$ cat src/soc_boundary_settings.svh
// Widths, slave counts and synchronizer depth for the register bus boundary.
// Include this header in any file that sizes a port or a register from it.
// The index and offset widths must add up to the address width.

`ifndef SOC_BOUNDARY_SETTINGS_SVH
`define SOC_BOUNDARY_SETTINGS_SVH

// Register bus address and data
`define SB_ADDR_W 32
`define SB_DATA_W 32

// Top address bits select the slave
`define SB_SLV_IDX_W 2
`define SB_OFFSET_W 30

// Slaves 0 and 1 share the bus clock
`define SB_NUM_SYNC_SLV 2

// Slaves 2 and 3 sit behind a four-phase crossing
`define SB_NUM_ASYNC_SLV 2

// Flops per synchronizer, at least two
`define SB_CDC_SYNC_STAGES 2

`endif
$ cat src/soc_boundary_pkg.sv
// Types shared by the register boundary RTL and its testbench.
// One address word is read either raw or as a slave index with an offset.
// Modules take these by a wildcard import in their header.

`include "soc_boundary_settings.svh"

package soc_boundary_pkg;

  // Index in the top bits, offset inside the slave below it
  typedef struct packed {
    logic [`SB_SLV_IDX_W-1:0] slv_idx;
    logic [`SB_OFFSET_W-1:0]  offset;
  } reg_addr_fields_t;

  // Same word, two views
  typedef union packed {
    logic [`SB_ADDR_W-1:0] raw;
    reg_addr_fields_t      fields;
  } reg_addr_u;

endpackage

$ cat src/soc_boundary_top.sv
// Register bus boundary between the SoC master and the external slaves.
// Requests pass the isolation stage, then the address demux. Slaves 0 and 1
// are reached directly in this clock domain; slaves 2 and 3 each sit behind
// a four-phase crossing source.

`timescale 1ns/1ps
`include "soc_boundary_settings.svh"

module soc_boundary_top
  import soc_boundary_pkg::*;
#(
  localparam int unsigned NumSync  = `SB_NUM_SYNC_SLV,
  localparam int unsigned NumAsync = `SB_NUM_ASYNC_SLV,
  localparam int unsigned NumSlv   = NumSync + NumAsync
) (
  input  logic                                clk_i,
  input  logic                                rst_n_i,
  input  logic                                isolate_i,
  output logic                                isolated_o,
  // Request port from the SoC
  input  logic                                req_valid_i,
  input  logic                                req_write_i,
  input  reg_addr_u                           req_addr_i,
  input  logic [`SB_DATA_W-1:0]               req_wdata_i,
  output logic                                rsp_ready_o,
  output logic [`SB_DATA_W-1:0]               rsp_rdata_o,
  output logic                                rsp_error_o,
  // Same-domain slaves 0 and 1
  output logic [NumSync-1:0]                  sync_req_valid_o,
  output logic                                sync_req_write_o,
  output reg_addr_u                           sync_req_addr_o,
  output logic [`SB_DATA_W-1:0]               sync_req_wdata_o,
  input  logic [NumSync-1:0]                  sync_rsp_ready_i,
  input  logic [NumSync-1:0][`SB_DATA_W-1:0]  sync_rsp_rdata_i,
  input  logic [NumSync-1:0]                  sync_rsp_error_i,
  // Crossings to slaves 2 and 3
  output logic [NumAsync-1:0]                 async_req_o,
  input  logic [NumAsync-1:0]                 async_ack_i,
  output logic [NumAsync-1:0]                 async_write_o,
  output reg_addr_u [NumAsync-1:0]            async_addr_o,
  output logic [NumAsync-1:0][`SB_DATA_W-1:0] async_wdata_o,
  input  logic [NumAsync-1:0]                 async_req_i,
  output logic [NumAsync-1:0]                 async_ack_o,
  input  logic [NumAsync-1:0][`SB_DATA_W-1:0] async_rdata_i,
  input  logic [NumAsync-1:0]                 async_error_i
);

  logic                              iso_valid;
  logic                              iso_write;
  reg_addr_u                         iso_addr;
  logic [`SB_DATA_W-1:0]             iso_wdata;
  logic                              iso_ready;
  logic [`SB_DATA_W-1:0]             iso_rdata;
  logic                              iso_error;
  logic [NumSlv-1:0]                 slv_valid;
  logic                              slv_write;
  reg_addr_u                         slv_addr;
  logic [`SB_DATA_W-1:0]             slv_wdata;
  logic [NumSlv-1:0]                 slv_ready;
  logic [NumSlv-1:0][`SB_DATA_W-1:0] slv_rdata;
  logic [NumSlv-1:0]                 slv_error;

  reg_port_isolate i_isolate (
    .clk_i           ( clk_i       ),
    .rst_n_i         ( rst_n_i     ),
    .isolate_i       ( isolate_i   ),
    .isolated_o      ( isolated_o  ),
    .slv_req_valid_i ( req_valid_i ),
    .slv_req_write_i ( req_write_i ),
    .slv_req_addr_i  ( req_addr_i  ),
    .slv_req_wdata_i ( req_wdata_i ),
    .slv_rsp_ready_o ( rsp_ready_o ),
    .slv_rsp_rdata_o ( rsp_rdata_o ),
    .slv_rsp_error_o ( rsp_error_o ),
    .mst_req_valid_o ( iso_valid   ),
    .mst_req_write_o ( iso_write   ),
    .mst_req_addr_o  ( iso_addr    ),
    .mst_req_wdata_o ( iso_wdata   ),
    .mst_rsp_ready_i ( iso_ready   ),
    .mst_rsp_rdata_i ( iso_rdata   ),
    .mst_rsp_error_i ( iso_error   )
  );

  reg_addr_demux i_demux (
    .req_valid_i     ( iso_valid ),
    .req_write_i     ( iso_write ),
    .req_addr_i      ( iso_addr  ),
    .req_wdata_i     ( iso_wdata ),
    .rsp_ready_o     ( iso_ready ),
    .rsp_rdata_o     ( iso_rdata ),
    .rsp_error_o     ( iso_error ),
    .slv_req_valid_o ( slv_valid ),
    .slv_req_write_o ( slv_write ),
    .slv_req_addr_o  ( slv_addr  ),
    .slv_req_wdata_o ( slv_wdata ),
    .slv_rsp_ready_i ( slv_ready ),
    .slv_rsp_rdata_i ( slv_rdata ),
    .slv_rsp_error_i ( slv_error )
  );

  // Same-domain slaves take the low demux ports
  assign sync_req_valid_o        = slv_valid[NumSync-1:0];
  assign sync_req_write_o        = slv_write;
  assign sync_req_addr_o         = slv_addr;
  assign sync_req_wdata_o        = slv_wdata;
  assign slv_ready[NumSync-1:0]  = sync_rsp_ready_i;
  assign slv_rdata[NumSync-1:0]  = sync_rsp_rdata_i;
  assign slv_error[NumSync-1:0]  = sync_rsp_error_i;

  // Crossed slaves follow after the same-domain ones
  for (genvar i = 0; i < NumAsync; i++) begin : gen_async_slv
    reg_cdc_4phase_src i_cdc_src (
      .clk_i           ( clk_i                  ),
      .rst_n_i         ( rst_n_i                ),
      .src_req_valid_i ( slv_valid[NumSync + i] ),
      .src_req_write_i ( slv_write              ),
      .src_req_addr_i  ( slv_addr               ),
      .src_req_wdata_i ( slv_wdata              ),
      .src_rsp_ready_o ( slv_ready[NumSync + i] ),
      .src_rsp_rdata_o ( slv_rdata[NumSync + i] ),
      .src_rsp_error_o ( slv_error[NumSync + i] ),
      .async_req_o     ( async_req_o[i]         ),
      .async_ack_i     ( async_ack_i[i]         ),
      .async_write_o   ( async_write_o[i]       ),
      .async_addr_o    ( async_addr_o[i]        ),
      .async_wdata_o   ( async_wdata_o[i]       ),
      .async_req_i     ( async_req_i[i]         ),
      .async_ack_o     ( async_ack_o[i]         ),
      .async_rdata_i   ( async_rdata_i[i]       ),
      .async_error_i   ( async_error_i[i]       )
    );
  end

endmodule

$ cat src/reg_cdc_4phase_src.sv
// Source side of a register bus crossing into another clock domain.
// One request is latched and sent with a four-phase req/ack pair, then the
// response comes back on a second four-phase pair. Ready pulses for one
// cycle once both handshakes have returned to zero. Req and ack inputs
// from the far side pass through synchronizers.

`timescale 1ns/1ps
`include "soc_boundary_settings.svh"

module reg_cdc_4phase_src
  import soc_boundary_pkg::*;
(
  input  logic                  clk_i,
  input  logic                  rst_n_i,
  // Register bus side
  input  logic                  src_req_valid_i,
  input  logic                  src_req_write_i,
  input  reg_addr_u             src_req_addr_i,
  input  logic [`SB_DATA_W-1:0] src_req_wdata_i,
  output logic                  src_rsp_ready_o,
  output logic [`SB_DATA_W-1:0] src_rsp_rdata_o,
  output logic                  src_rsp_error_o,
  // Forward handshake and request payload
  output logic                  async_req_o,
  input  logic                  async_ack_i,
  output logic                  async_write_o,
  output reg_addr_u             async_addr_o,
  output logic [`SB_DATA_W-1:0] async_wdata_o,
  // Return handshake and response payload
  input  logic                  async_req_i,
  output logic                  async_ack_o,
  input  logic [`SB_DATA_W-1:0] async_rdata_i,
  input  logic                  async_error_i
);

  localparam int unsigned sync_stages = `SB_CDC_SYNC_STAGES;

  localparam logic [2:0] s_idle     = 3'd0;
  localparam logic [2:0] s_send     = 3'd1;
  localparam logic [2:0] s_release  = 3'd2;
  localparam logic [2:0] s_wait_rsp = 3'd3;
  localparam logic [2:0] s_finish   = 3'd4;

  logic [2:0]             state_q;
  logic                   req_q;
  logic                   ack_q;
  logic                   ready_q;
  logic [sync_stages-1:0] ack_sync_q;
  logic [sync_stages-1:0] req_sync_q;
  logic                   ack_s;
  logic                   req_s;
  logic                   start;
  logic                   capture;
  logic                   write_q;
  reg_addr_u              addr_q;
  logic [`SB_DATA_W-1:0]  wdata_q;
  logic [`SB_DATA_W-1:0]  rdata_q;
  logic                   error_q;

  // Far-side levels into this clock
  always_ff @(posedge clk_i or negedge rst_n_i) begin
    if (!rst_n_i) begin
      ack_sync_q <= '0;
      req_sync_q <= '0;
    end else begin
      ack_sync_q <= {ack_sync_q[sync_stages-2:0], async_ack_i};
      req_sync_q <= {req_sync_q[sync_stages-2:0], async_req_i};
    end
  end

  assign ack_s = ack_sync_q[sync_stages-1];
  assign req_s = req_sync_q[sync_stages-1];

  // No restart in the cycle that ready is still shown
  assign start   = (state_q == s_idle) & src_req_valid_i & ~ready_q;
  assign capture = (state_q == s_wait_rsp) & req_s;

  always_ff @(posedge clk_i or negedge rst_n_i) begin
    if (!rst_n_i) begin
      state_q <= s_idle;
      req_q   <= 1'b0;
      ack_q   <= 1'b0;
      ready_q <= 1'b0;
    end else begin
      ready_q <= 1'b0;
      case (state_q)
        s_idle: begin
          if (start) begin
            req_q   <= 1'b1;
            state_q <= s_send;
          end
        end
        s_send: begin
          if (ack_s) begin
            req_q   <= 1'b0;
            state_q <= s_release;
          end
        end
        // Far side must drop ack before the response phase
        s_release: begin
          if (!ack_s) begin
            state_q <= s_wait_rsp;
          end
        end
        s_wait_rsp: begin
          if (capture) begin
            ack_q   <= 1'b1;
            state_q <= s_finish;
          end
        end
        s_finish: begin
          if (!req_s) begin
            ack_q   <= 1'b0;
            ready_q <= 1'b1;
            state_q <= s_idle;
          end
        end
        default: state_q <= s_idle;
      endcase
    end
  end

  // Payload held stable across each handshake
  always_ff @(posedge clk_i) begin
    if (start) begin
      write_q <= src_req_write_i;
      addr_q  <= src_req_addr_i;
      wdata_q <= src_req_wdata_i;
    end
    if (capture) begin
      rdata_q <= async_rdata_i;
      error_q <= async_error_i;
    end
  end

  assign async_req_o     = req_q;
  assign async_write_o   = write_q;
  assign async_addr_o    = addr_q;
  assign async_wdata_o   = wdata_q;
  assign async_ack_o     = ack_q;
  assign src_rsp_ready_o = ready_q;
  assign src_rsp_rdata_o = rdata_q;
  assign src_rsp_error_o = error_q;

endmodule

$ cat src/reg_addr_demux.sv
// Address demux from one register request port to the four slave ports.
// The slave index field of the address picks the target. Only that slave
// sees valid, the payload goes to all of them, and the response of the
// selected slave is returned. Purely combinational.

`timescale 1ns/1ps
`include "soc_boundary_settings.svh"

module reg_addr_demux
  import soc_boundary_pkg::*;
#(
  localparam int unsigned NumSlv = `SB_NUM_SYNC_SLV + `SB_NUM_ASYNC_SLV
) (
  // Request from the isolation stage
  input  logic                              req_valid_i,
  input  logic                              req_write_i,
  input  reg_addr_u                         req_addr_i,
  input  logic [`SB_DATA_W-1:0]             req_wdata_i,
  output logic                              rsp_ready_o,
  output logic [`SB_DATA_W-1:0]             rsp_rdata_o,
  output logic                              rsp_error_o,
  // Slave ports, payload shared
  output logic [NumSlv-1:0]                 slv_req_valid_o,
  output logic                              slv_req_write_o,
  output reg_addr_u                         slv_req_addr_o,
  output logic [`SB_DATA_W-1:0]             slv_req_wdata_o,
  input  logic [NumSlv-1:0]                 slv_rsp_ready_i,
  input  logic [NumSlv-1:0][`SB_DATA_W-1:0] slv_rsp_rdata_i,
  input  logic [NumSlv-1:0]                 slv_rsp_error_i
);

  logic [`SB_SLV_IDX_W-1:0] sel;

  // Index from the field view of the address
  assign sel = req_addr_i.fields.slv_idx;

  always_comb begin
    slv_req_valid_o      = '0;
    slv_req_valid_o[sel] = req_valid_i;
  end

  // Slaves get the full address word
  assign slv_req_write_o = req_write_i;
  assign slv_req_addr_o  = req_addr_i;
  assign slv_req_wdata_o = req_wdata_i;

  // Response back from the selected slave only
  assign rsp_ready_o = slv_rsp_ready_i[sel];
  assign rsp_rdata_o = slv_rsp_rdata_i[sel];
  assign rsp_error_o = slv_rsp_error_i[sel];

endmodule

$ cat src/reg_port_isolate.sv
// Isolation stage on the register request port.
// With isolate_i low, requests and responses pass straight through.
// With isolate_i high, a request still in flight completes normally, then
// new requests are answered locally with an error and isolated_o is raised.

`timescale 1ns/1ps
`include "soc_boundary_settings.svh"

module reg_port_isolate
  import soc_boundary_pkg::*;
(
  input  logic                  clk_i,
  input  logic                  rst_n_i,
  input  logic                  isolate_i,
  output logic                  isolated_o,
  // Upstream side, from the bus master
  input  logic                  slv_req_valid_i,
  input  logic                  slv_req_write_i,
  input  reg_addr_u             slv_req_addr_i,
  input  logic [`SB_DATA_W-1:0] slv_req_wdata_i,
  output logic                  slv_rsp_ready_o,
  output logic [`SB_DATA_W-1:0] slv_rsp_rdata_o,
  output logic                  slv_rsp_error_o,
  // Downstream side, towards the demux
  output logic                  mst_req_valid_o,
  output logic                  mst_req_write_o,
  output reg_addr_u             mst_req_addr_o,
  output logic [`SB_DATA_W-1:0] mst_req_wdata_o,
  input  logic                  mst_rsp_ready_i,
  input  logic [`SB_DATA_W-1:0] mst_rsp_rdata_i,
  input  logic                  mst_rsp_error_i
);

  logic isolated_q;
  logic isolated_d;
  logic pending;
  logic fwd_en;

  // Path closes only once isolated_q is set, which waits for a quiet bus
  assign fwd_en = ~isolated_q;

  assign mst_req_valid_o = slv_req_valid_i & fwd_en;
  assign mst_req_write_o = slv_req_write_i;
  assign mst_req_addr_o  = slv_req_addr_i;
  assign mst_req_wdata_o = slv_req_wdata_i;

  always_comb begin
    if (fwd_en) begin
      slv_rsp_ready_o = mst_rsp_ready_i;
      slv_rsp_rdata_o = mst_rsp_rdata_i;
      slv_rsp_error_o = mst_rsp_error_i;
    end else begin
      // Local termination, same cycle as valid
      slv_rsp_ready_o = slv_req_valid_i;
      slv_rsp_rdata_o = '0;
      slv_rsp_error_o = 1'b1;
    end
  end

  // Forwarded but not accepted at this edge
  assign pending = mst_req_valid_o & ~mst_rsp_ready_i;

  // Isolation waits for the bus to go quiet, release is immediate
  assign isolated_d = isolate_i & ~pending;

  always_ff @(posedge clk_i or negedge rst_n_i) begin
    if (!rst_n_i) begin
      isolated_q <= 1'b0;
    end else begin
      isolated_q <= isolated_d;
    end
  end

  assign isolated_o = isolated_q;

endmodule

$ cat config.mk
export PLATFORM = sky130hd
export DESIGN_NAME = soc_boundary_top
export DESIGN_NICKNAME = d
export VERILOG_FILES = /design/src/soc_boundary_pkg.sv /design/src/soc_boundary_top.sv /design/src/reg_cdc_4phase_src.sv /design/src/reg_addr_demux.sv /design/src/reg_port_isolate.sv
export VERILOG_INCLUDE_DIRS = /design/src
export SDC_FILE = /design/constraint.sdc
export NUM_CORES = 1
export LEC_CHECK = 0
export ABC_AREA = 1
export ABC_CLOCK_PERIOD_IN_PS = 7900
export BUFFER_PORTS_ARGS = -buffer_cell sky130_fd_sc_hd__buf_2
export CAP_MARGIN = 10
export CORE_AREA = 5 5 171 173
export CTS_CLUSTER_SIZE = 14
export DETAILED_ROUTE_END_ITERATION = 12
export DIE_AREA = 0 0 176 178
export PLACE_DENSITY = 0.63
export SETUP_SLACK_MARGIN = 0.05
export SKIP_LAST_GASP = 1
export SLEW_MARGIN = 20
export SYNTH_ARGS = -nofsm -noshare
export SYNTH_HDL_FRONTEND = slang
export SYNTH_HIERARCHICAL = 1
export SYNTH_SLANG_ARGS = --single-unit
$ cat constraint.sdc
create_clock -name clk_i -period 7.9 [get_ports clk_i]
set_clock_uncertainty 0.1 [all_clocks]
set_input_delay 1.58 -clock clk_i [delete_from_list [all_inputs] [get_ports clk_i]]
set_output_delay 1.58 -clock clk_i [all_outputs]
set_load 0.01 [all_outputs]
==> impl_metrics.tcl, run 1 <==
set metrics [dict create \
    outcome "completed" \
    syn_area_um2 9720 \
    wl_mm 26.9 \
    rsz0062_at_grt "no" \
    maxCapViolCount 0 \
    htree_levels 1 \
    grt_pass1_wl_mm 39.0 \
    synth_nets 1053 \
    path_clk_slew_ns 0.06 \
    min_period_ns 5.05 \
    drv_slew 0 \
    cts_root_buf "clkbuf_16" \
    mostFrequentLayoutCells "buf_2, nand2_1, edfxtp_1, nand2_2, inv_1" \
    die_h_um 178 \
    fp-row-count 61 \
    drc_errors 0 \
    ant_nets 0 \
    path_class "input pin to output pin" \
    fp.dieW_um 176 \
    cts_setup_buffers 0 \
    cpPeakStageDelay_ns 0.62 \
    antenna_found_initial 7 \
    ys_seq_area_share_pct 66.0 \
    grt_pass1_vias 6717 \
    final_nets 1370 \
    cp_common_cell "nand2_1" \
    p_int_mw 2.16 \
    cp-end-kind "output pin" \
    r2r_cells 7 \
    synth.avg_cell_area_um2 11.5 \
    numPortBuffers 442 \
    gp_congestion 0.820 \
    setup_slack_ns 2.85 \
    layout_commonest_cell "buf_2" \
    ys_types 20 \
    pre_cts_slack_ns 2.87 \
    setup_viol 0 \
    drt-initial-drc-count 283 \
    overflow 0 \
    first_pass_iters 4 \
    yosys_warnings 6 \
    ctsHoldBuffers 0 \
    p_clk_share_pct 36.6 \
    ys_seq_elements 217 \
    sequentialPowerShare_pct 47.8 \
    required_ns 6.22 \
    worstHoldEndpoint "gen_async_slv[0].i_cdc_src/req_sync_q[1]" \
    drt-vias-per-instance 4.37 \
    r2r-end "gen_async_slv[1].i_cdc_src/async_wdata_o[9]" \
    cts_buffers 24 \
    ios 443 \
    worstSetupStartpointType "input pin" \
    area_growth_pct 22.9 \
    grt.total_usage_pct 16.0 \
    critical_path_arrival_ns 3.37 \
    drive_gt1_share_pct 47.9 \
    powerDensity_nw_per_um2 245 \
    cp_max_fo 74 \
    finish.instance_area_um2 11900 \
    worstHoldStart "gen_async_slv[0].i_cdc_src/req_sync_q[0]" \
    whs_ns 0.248 \
    postPlaceCellArea_um2 11200 \
    coreArea_um2 27500 \
    cts_tree "done" \
    insertion_delay_ns 0.51 \
    cts-resized-gates 0 \
    leakage_nw 5.65 \
    comb_power_share_pct 15.6 \
    maxSlewHeadroom_pct 28.8 \
    detailed_place_hpwl_mm 20.3 \
    r2r_slack_ns 5.08 \
    hold_depth 0 \
    cts.path.max_buffers 3 \
    num_vias 6681 \
    wire_per_inst_um 17.6 \
    finalHoldViolCount 0 \
    worstPathCellList "buf_2 > buf_4 > inv_12 > nand2_2 > nand2_1 > nand2_1 > nand2_1 > inv_1 > o21ai_0 > buf_2" \
    crit_slowest_cell "buf_4" \
    fmax_ghz 0.198 \
    cts_sinks 217 \
    ir_worst_vdd_uv 185 \
    tightestPinTransition_ns 1.07 \
    start_util_pct 35.4 \
    dieArea_um2 31300 \
    r2r-start "i_isolate/isolated_o" \
    finalCritPeriodShare_pct 64.0 \
    hold_path.class "register to register" \
    fin_setup_tns_ns 0 \
    synthCells 846 \
    switchingPower_mw 0.765 \
    switching_share_pct 26.1 \
    grt_max_degree 75 \
]
-- routing by layer --
layer | global-route usage (%) | wire length (µm) | vias up
li1 | - | - | 3234
met1 | 18.4 | 10100 | 3072
met2 | 27.5 | 12900 | 339
met3 | 8.01 | 3540 | 26
met4 | 2.57 | 240 | 10
met5 | 0 | 61 | -
-- synthesized netlist by cell type --
cell / instances / area share [%]
buf_12: 7 / 1.4
nand2_2: 68 / 4.4
nor2_2: 6 / 0.39
buf_4: 137 / 11
inv_2: 1 / 0.039
nor3_1: 2 / 0.10
o21bai_1: 4 / 0.31
edfxtp_1: 196 / 61
dfrtp_1: 21 / 5.4
buf_2: 6 / 0.31
inv_1: 57 / 2.2
or2_1: 1 / 0.064
nand4_1: 4 / 0.26
o21ai_0: 3 / 0.15
nand3_1: 17 / 0.88
nand2_1: 268 / 10
inv_12: 1 / 0.17
nor2_1: 39 / 1.5
buf_6: 6 / 0.70
nor3_2: 2 / 0.21
-- power by group through the flow --
| stage | Clock [mW] | Combinational (mW) | Sequential (mW) |
|---|---|---|---|
| after floorplan | 0 | 0.301 | 1.44 |
| after global placement | 0 | 0.448 | 1.42 |
| after detailed placement | 0 | 0.464 | 1.43 |
| after CTS | 1.10 | 0.465 | 1.40 |
| after global routing | 1.16 | 0.512 | 1.41 |
| final | 1.07 | 0.456 | 1.40 |
-- state kept, by name (all words and copies together), names as in the netlist --
name,flops
gen_async_slv.i_cdc_src/async_req_o,2
gen_async_slv.i_cdc_src/async_ack_o,2
gen_async_slv.i_cdc_src/ack_sync_q,4
i_isolate/isolated_o,1
gen_async_slv.i_cdc_src/async_addr_o,64
gen_async_slv.i_cdc_src/src_rsp_rdata_o,64
gen_async_slv.i_cdc_src/async_wdata_o,64
gen_async_slv.i_cdc_src/req_sync_q,4
gen_async_slv.i_cdc_src/src_rsp_ready_o,2
gen_async_slv.i_cdc_src/state_q,6
gen_async_slv.i_cdc_src/src_rsp_error_o,2
gen_async_slv.i_cdc_src/async_write_o,2
-- worst max-delay path by stage --
stage                         startpoint           to  slack, ns  cells past startpoint
after floorplan           req_addr_i[30]  rsp_ready_o       3.68                     10
after global placement    req_addr_i[30]  rsp_error_o       2.88                      9
after detailed placement  req_addr_i[30]  rsp_error_o       2.87                      9
after CTS                 req_addr_i[30]  rsp_error_o       2.86                      9
after global routing      req_addr_i[30]  rsp_ready_o       2.67                     10
final                     req_addr_i[30]  rsp_ready_o       2.85                     10
-- worst max-delay path, delay by kind of cell --
kind,cells,cell delay (ns)
simple gates,4,0.30
compound gates,1,0.09
buf+inv,5,1.28
-- stage by stage --
step | instances | total power, mW | utilization, %
3_3_place_gp | 1482 | 1.87 | 40.6
4_1_cts | 1527 | 2.97 | 43.4
6_report | 1529 | 2.93 | 43.5
5_1_grt | 1527 | 3.08 | 43.4
3_5_place_dp | 1483 | 1.89 | 40.7
2_1_floorplan | 846 | 1.74 | -
-- layout make-up --
type	instances	area [µm²]
fillers	2678	15500
flip-flops and latches	217	6410
repair buffers	447	2270
multi-input cells	414	1820
clock buffers	26	629
well taps	346	433
inverters	59	234
clock inverters	18	139
diodes	2	5.00
-- logic make-up after synthesis --
logic type	after synthesis	synth area share (%)
AO/OA/AOI/OAI	7	0.463
buffers and inverters	215	15.4
flip-flops	217	66.0
AND/OR/NAND/NOR	407	18.1
(Power assumes the default switching activity.)
==> inputs of run 2 (changes only) <==
--- a/config.mk
+++ b/config.mk
@@ -7,14 +7,14 @@
 export NUM_CORES = 1
 export LEC_CHECK = 0
 export ABC_AREA = 1
-export ABC_CLOCK_PERIOD_IN_PS = 7900
+export ABC_CLOCK_PERIOD_IN_PS = 4300
 export BUFFER_PORTS_ARGS = -buffer_cell sky130_fd_sc_hd__buf_2
 export CAP_MARGIN = 10
 export CORE_AREA = 5 5 171 173
 export CTS_CLUSTER_SIZE = 14
 export DETAILED_ROUTE_END_ITERATION = 12
 export DIE_AREA = 0 0 176 178
-export PLACE_DENSITY = 0.63
+export PLACE_DENSITY = 0.66
 export SETUP_SLACK_MARGIN = 0.05
 export SKIP_LAST_GASP = 1
 export SLEW_MARGIN = 20
==> constraint.sdc (replaced) <==
create_clock -name clk_i -period 4.3 [get_ports clk_i]
set_clock_uncertainty 0.1 [all_clocks]
set_input_delay 0.86 -clock clk_i [delete_from_list [all_inputs] [get_ports clk_i]]
set_output_delay 0.86 -clock clk_i [all_outputs]
set_load 0.01 [all_outputs]
==> impl_metrics.tcl, run 2 (synthesis results as in run 1) <==
set metrics [dict create \
    outcome "completed" \
    maxCapViolCount 0 \
    num_vias 6696 \
    gp_congestion 0.837 \
    critical_path_arrival_ns 2.07 \
    finalCritPeriodShare_pct 70.4 \
    crit_start "req_addr_i[30]" \
    final_nets 1372 \
    antenna_found_initial 6 \
    cts_buffers 23 \
    r2r_cells 7 \
    cts_root_buf "clkbuf_16" \
    drt-initial-drc-count 353 \
    fp-row-count 61 \
    first_pass_iters 5 \
    setup_slack_ns 1.27 \
    grt.total_usage_pct 16.0 \
    numPortBuffers 442 \
    r2r-start "i_isolate/isolated_o" \
    fin_setup_tns_ns 0 \
    hold_path.class "input pin to asynchronous set/reset pin" \
    dp.cells 1485 \
    fp.dieW_um 176 \
    htree_levels 1 \
    cts.path.max_buffers 3 \
    detailed_place_hpwl_mm 20.5 \
    leakage_nw 5.63 \
    finish.instance_area_um2 11900 \
    maxSlewHeadroom_pct 28.7 \
    mostFrequentLayoutCells "buf_2, nand2_1, edfxtp_1, nand2_2, inv_1" \
    die_h_um 178 \
    r2r-end "gen_async_slv[0].i_cdc_src/async_wdata_o[6]" \
    setup_viol 0 \
    ir_worst_vdd_uv 337 \
    wl_mm 26.9 \
    cts_setup_buffers 0 \
    drive_gt1_share_pct 47.7 \
    min_period_ns 3.03 \
    powerDensity_nw_per_um2 441 \
    start_util_pct 35.4 \
    worstSetupStartpointType "input pin" \
    area_growth_pct 22.7 \
    finalHoldViolCount 0 \
    path_class "input pin to output pin" \
    postPlaceCellArea_um2 11200 \
    path_clk_slew_ns 0.06 \
    drt-vias-per-instance 4.38 \
    grt_max_degree 74 \
    cts_tree "done" \
    drc_errors 0 \
    cp-end-kind "output pin" \
    tightestPinTransition_ns 1.07 \
    cts_sinks 217 \
    cp_max_fo 73 \
    layout_commonest_cell "buf_2" \
    ctsHoldBuffers 0 \
    grt_pass1_vias 6572 \
    drv_slew 0 \
    fmax_ghz 0.330 \
    pre_cts_slack_ns 1.27 \
    wire_per_inst_um 17.6 \
    dieArea_um2 31300 \
    instances_no_fill 1528 \
    cts-resized-gates 0 \
    whs_ns 0.224 \
    rsz0062_at_grt "no" \
    required_ns 3.34 \
    coreArea_um2 27500 \
    r2r_slack_ns 1.90 \
    insertion_delay_ns 0.49 \
    ios 443 \
    grt_pass1_wl_mm 38.6 \
    ant_nets 0 \
    overflow 0 \
    crit_end "rsp_rdata_o[21]" \
]
run 2: cell types whose count changed in the layout (fill, tap and decap cells not counted), sizes merged:
cell	previous run	this run
clkbuf	26	31
buf	447	450
bufinv	2	1
clkinv	15	8
clkinvlp	1	0
run 2: through the flow:
stage               utilization, %  power, mW
floorplan                        -       3.19
global placement              40.8       3.44
detailed placement            40.8       3.46
CTS                           43.3       5.33
global route                  43.4       5.52
finish                        43.4       5.26
run 2: area by class of cell:
type	instances	area (µm²)
clock buffer	31	636
tap	346	433
clock inverter	9	65.1
inverter	59	234
antenna	2	5.00
fill	2637	15500
sequential	217	6410
timing repair buffer	450	2320
multi-input combinational	414	1820
run 2: worst max-delay path, stage by stage:
cell and delay (ns):
buf_2 0.19, buf_12 0.28, nand2_1 0.14, nand2_1 0.09
nand2_1 0.04, nand2_1 0.11, inv_1 0.05, nor2_1 0.07
buf_2 0.13
run 2: worst min-delay path by stage:
stage / from / endpoint / slack [ns] / depth (start not counted)
after detailed placement: gen_async_slv[1].i_cdc_src/req_sync_q[0] / gen_async_slv[1].i_cdc_src/req_sync_q[1] / 0.24 / 0
after global placement: gen_async_slv[1].i_cdc_src/req_sync_q[0] / gen_async_slv[1].i_cdc_src/req_sync_q[1] / 0.23 / 0
final: rst_n_i / i_isolate/isolated_o / 0.22 / 1
after global routing: rst_n_i / gen_async_slv[0].i_cdc_src/async_ack_o / 0.25 / 1
after floorplan: gen_async_slv[0].i_cdc_src/ack_sync_q[0] / gen_async_slv[0].i_cdc_src/ack_sync_q[1] / 0.23 / 0
after CTS: rst_n_i / gen_async_slv[0].i_cdc_src/state_q[1] / 0.21 / 1
run 2: metal layers:
layer	global-route usage (%)	vias up	wire [µm]
met1	19.1	3071	10400
li1	-	3228	-
met2	26.0	346	12500
met3	7.50	45	3370
met5	0	-	39
met4	4.87	6	695
run 2: where the power goes:
part / internal (mW) / switching, mW / total, mW
clock network: 1.09 / 0.756 / 1.84
logic: 0.308 / 0.532 / 0.840
registers: 2.50 / 0.0749 / 2.57
total: 3.89 / 1.36 / 5.26
==> inputs of run 3 (changes only) <==
--- a/config.mk
+++ b/config.mk
@@ -6,15 +6,15 @@
 export SDC_FILE = /design/constraint.sdc
 export NUM_CORES = 1
 export LEC_CHECK = 0
-export ABC_AREA = 1
-export ABC_CLOCK_PERIOD_IN_PS = 4300
+export ABC_AREA = 0
+export ABC_CLOCK_PERIOD_IN_PS = 2700
 export BUFFER_PORTS_ARGS = -buffer_cell sky130_fd_sc_hd__buf_2
 export CAP_MARGIN = 10
-export CORE_AREA = 5 5 171 173
+export CORE_AREA = 5 5 170 172
 export CTS_CLUSTER_SIZE = 14
 export DETAILED_ROUTE_END_ITERATION = 12
-export DIE_AREA = 0 0 176 178
-export PLACE_DENSITY = 0.66
+export DIE_AREA = 0 0 175 177
+export PLACE_DENSITY = 0.63
 export SETUP_SLACK_MARGIN = 0.05
 export SKIP_LAST_GASP = 1
 export SLEW_MARGIN = 20
==> constraint.sdc (replaced) <==
create_clock -name clk_i -period 2.7 [get_ports clk_i]
set_clock_uncertainty 0.1 [all_clocks]
set_input_delay 0.54 -clock clk_i [delete_from_list [all_inputs] [get_ports clk_i]]
set_output_delay 0.54 -clock clk_i [all_outputs]
set_load 0.01 [all_outputs]
==> impl_metrics.tcl, run 3 <==
set metrics [dict create \
    synth_edf_count 196 \
    antenna_found_initial 7 \
    insertion_delay_ns 0.51 \
    num_vias 5410 \
    maxCapViolCount 0 \
    wl_mm 25.8 \
    ios 443 \
    fp-row-count 61 \
    cp_num_buf_inv 1 \
    crit_slowest_cell "mux4_2" \
    die_h_um 177 \
    critical_path_arrival_ns 1.80 \
    path_class "register to output pin" \
    mostFrequentLayoutCells "buf_2, edfxtp_1, mux4_2, nor2b_1, clkbuf_16" \
    fmax_ghz 0.409 \
    grt.total_usage_pct 15.7 \
    start_util_pct 32.4 \
    htree_levels 1 \
    final_nets 1034 \
    ys_seq_area_share_pct 72.3 \
    yosys_warnings 6 \
    fillers 2521 \
    tightestPinTransition_ns 0.484 \
    drc_errors 0 \
    synth.avg_cell_area_um2 18.4 \
    crit_family "multiplexers" \
    p_clk_share_pct 37.3 \
    switchingPower_mw 2.07 \
    synth_area_leader_cell "edfxtp_1" \
    coreArea_um2 27300 \
    switching_share_pct 24.9 \
    wire_per_inst_um 21.6 \
    worstPathCellList "mux4_2 > nor2b_1 > buf_2" \
    grt_pass1_vias 5717 \
    cts_root_buf "clkbuf_16" \
    synthFlopType "edfxtp_1" \
    p_int_mw 6.27 \
    synth_nets 689 \
    setup_slack_ns 0.256 \
    numPortBuffers 442 \
    cts_tree "done" \
    fp.dieW_um 175 \
    cp-end-kind "output pin" \
    async_flop_share_pct 9.68 \
    gp_congestion 0.808 \
    dieArea_um2 31000 \
    total_power_mw 8.34 \
    comb_power_share_pct 12.8 \
    synth_top_area_share_pct 66.4 \
    outcome "completed" \
    drt-vias-per-instance 4.53 \
    powerDensity_nw_per_um2 729 \
    postPlaceCellArea_um2 10700 \
    grt_pass1_wl_mm 36.5 \
    finish.instance_area_um2 11500 \
    detailed_place_hpwl_mm 20.3 \
    cts.path.max_buffers 3 \
    multiInputGateArea_um2 1370 \
    netlist_top_cells_area "edfxtp_1, buf_4, mux4_2" \
    whs_ns 0.0322 \
    ys_seq_elements 217 \
    hold_path.class "input pin to register" \
    path_clk_slew_ns 0.06 \
    cts_sinks 217 \
    cp_max_fo 1 \
    synthCells 482 \
    regArea_um2 6410 \
    cts_buffers 24 \
    synthTopCellsByCount "edfxtp_1, buf_4, nor2b_1" \
    drt-initial-drc-count 260 \
    layout_commonest_cell "buf_2" \
    sequentialPowerShare_pct 49.9 \
    first_pass_iters 4 \
    ant_nets 0 \
    instances_no_fill 1195 \
    worstSetupStartpointType "register" \
    ir_worst_vdd_uv 598 \
    grt_max_degree 52 \
    min_period_ns 2.44 \
    pre_cts_slack_ns 0.245 \
    drv_slew 0 \
    dp.cells 1146 \
    ys_types 27 \
    cpPeakStageDelay_ns 0.55 \
    required_ns 2.06 \
    setup_viol 0 \
    overflow 0 \
    finalCritPeriodShare_pct 90.5 \
    finalHoldViolCount 0 \
    cts_setup_buffers 0 \
    final_util_pct 41.9 \
    rsz0062_at_grt "no" \
    yosysMostFrequentCell "edfxtp_1" \
    area_growth_pct 29.2 \
    drive_gt1_share_pct 64.1 \
    maxSlewHeadroom_pct 67.7 \
    leakage_nw 4.71 \
    fin_setup_tns_ns 0 \
    syn_area_um2 8860 \
]
-- run 3: changes by cell type after synthesis, moves of 34 or more --
cell,previous run,this run
nor2_1,39,2
inv_1,57,5
mux4_2,0,34
nor2b_1,0,35
nand2_2,68,0
nand2_1,268,7
-- run 3: path summary, 6_finish.rpt --
path | startpoint | end | slack [ns] | depth (start not counted)
setup / recovery | gen_async_slv[1].i_cdc_src/src_rsp_rdata_o[14] | rsp_rdata_o[14] | 0.26 | 3
hold / removal | async_req_i[0] | gen_async_slv[0].i_cdc_src/req_sync_q[0] | 0.03 | 1
setup reg to reg | i_isolate/isolated_o | gen_async_slv[1].i_cdc_src/async_addr_o[1] | 0.62 | 6
hold reg to reg | gen_async_slv[0].i_cdc_src/req_sync_q[0] | gen_async_slv[0].i_cdc_src/req_sync_q[1] | 0.25 | 0
max in group asynchronous | rst_n_i | gen_async_slv[0].i_cdc_src/async_ack_o | 1.75 | 2
min in group asynchronous | rst_n_i | gen_async_slv[1].i_cdc_src/async_ack_o | 0.42 | 2
-- run 3: cell type report --
class	instances	area share [%]
Sequential cell	217	56.0
Timing Repair Buffer	464	21.4
Multi-Input combinational cell	115	11.9
Clock buffer	28	5.56
Tap cell	346	3.78
Clock inverter	16	1.06
Inverter	5	0.164
Antenna cell	4	0.0874
-- run 3: timing repair --
action                    4_1_cts  5_1_grt
hold endpoints to repair       21        0
hold buffers                    1        0
gates resized for setup         0        0
-- run 3: cell families (layout without fill, tap and decap cells) --
group,Yosys count,count (layout),synth area share [%]
buffers and inverters,150,513,12.8
flip-flops,217,217,72.3
other,0,4,0
multiplexers,34,34,8.64
AO/OA/AOI/OAI,18,18,1.30
AND/OR/NAND/NOR,63,63,4.97
-- run 3: worst reg2reg max path: cells and delay by family, from the launching register on --
| family | cells | cell delay [ns] |
|---|---|---|
| AND/OR/NAND/NOR | 4 | 0.93 |
| buffers and inverters | 2 | 0.40 |
| flip-flops | 1 | 0.37 |
-- run 3: power by group through the flow --
stage | Combinational, mW | Clock, mW | Sequential, mW
after global routing | 1.16 | 3.34 | 4.19
after floorplan | 0.746 | 0 | 4.18
final | 1.07 | 3.12 | 4.16
after detailed placement | 1.09 | 0 | 4.23
after global placement | 1.07 | 0 | 4.22
after CTS | 1.09 | 3.21 | 4.16
-- run 3: metal layers --
layer / vias up / routed length, µm / GRT usage, %
met5: - / 53 / 0
met3: 48 / 3110 / 7.22
li1: 2364 / - / -
met4: 8 / 569 / 4.12
met2: 334 / 12800 / 27.6
met1: 2656 / 9260 / 17.3
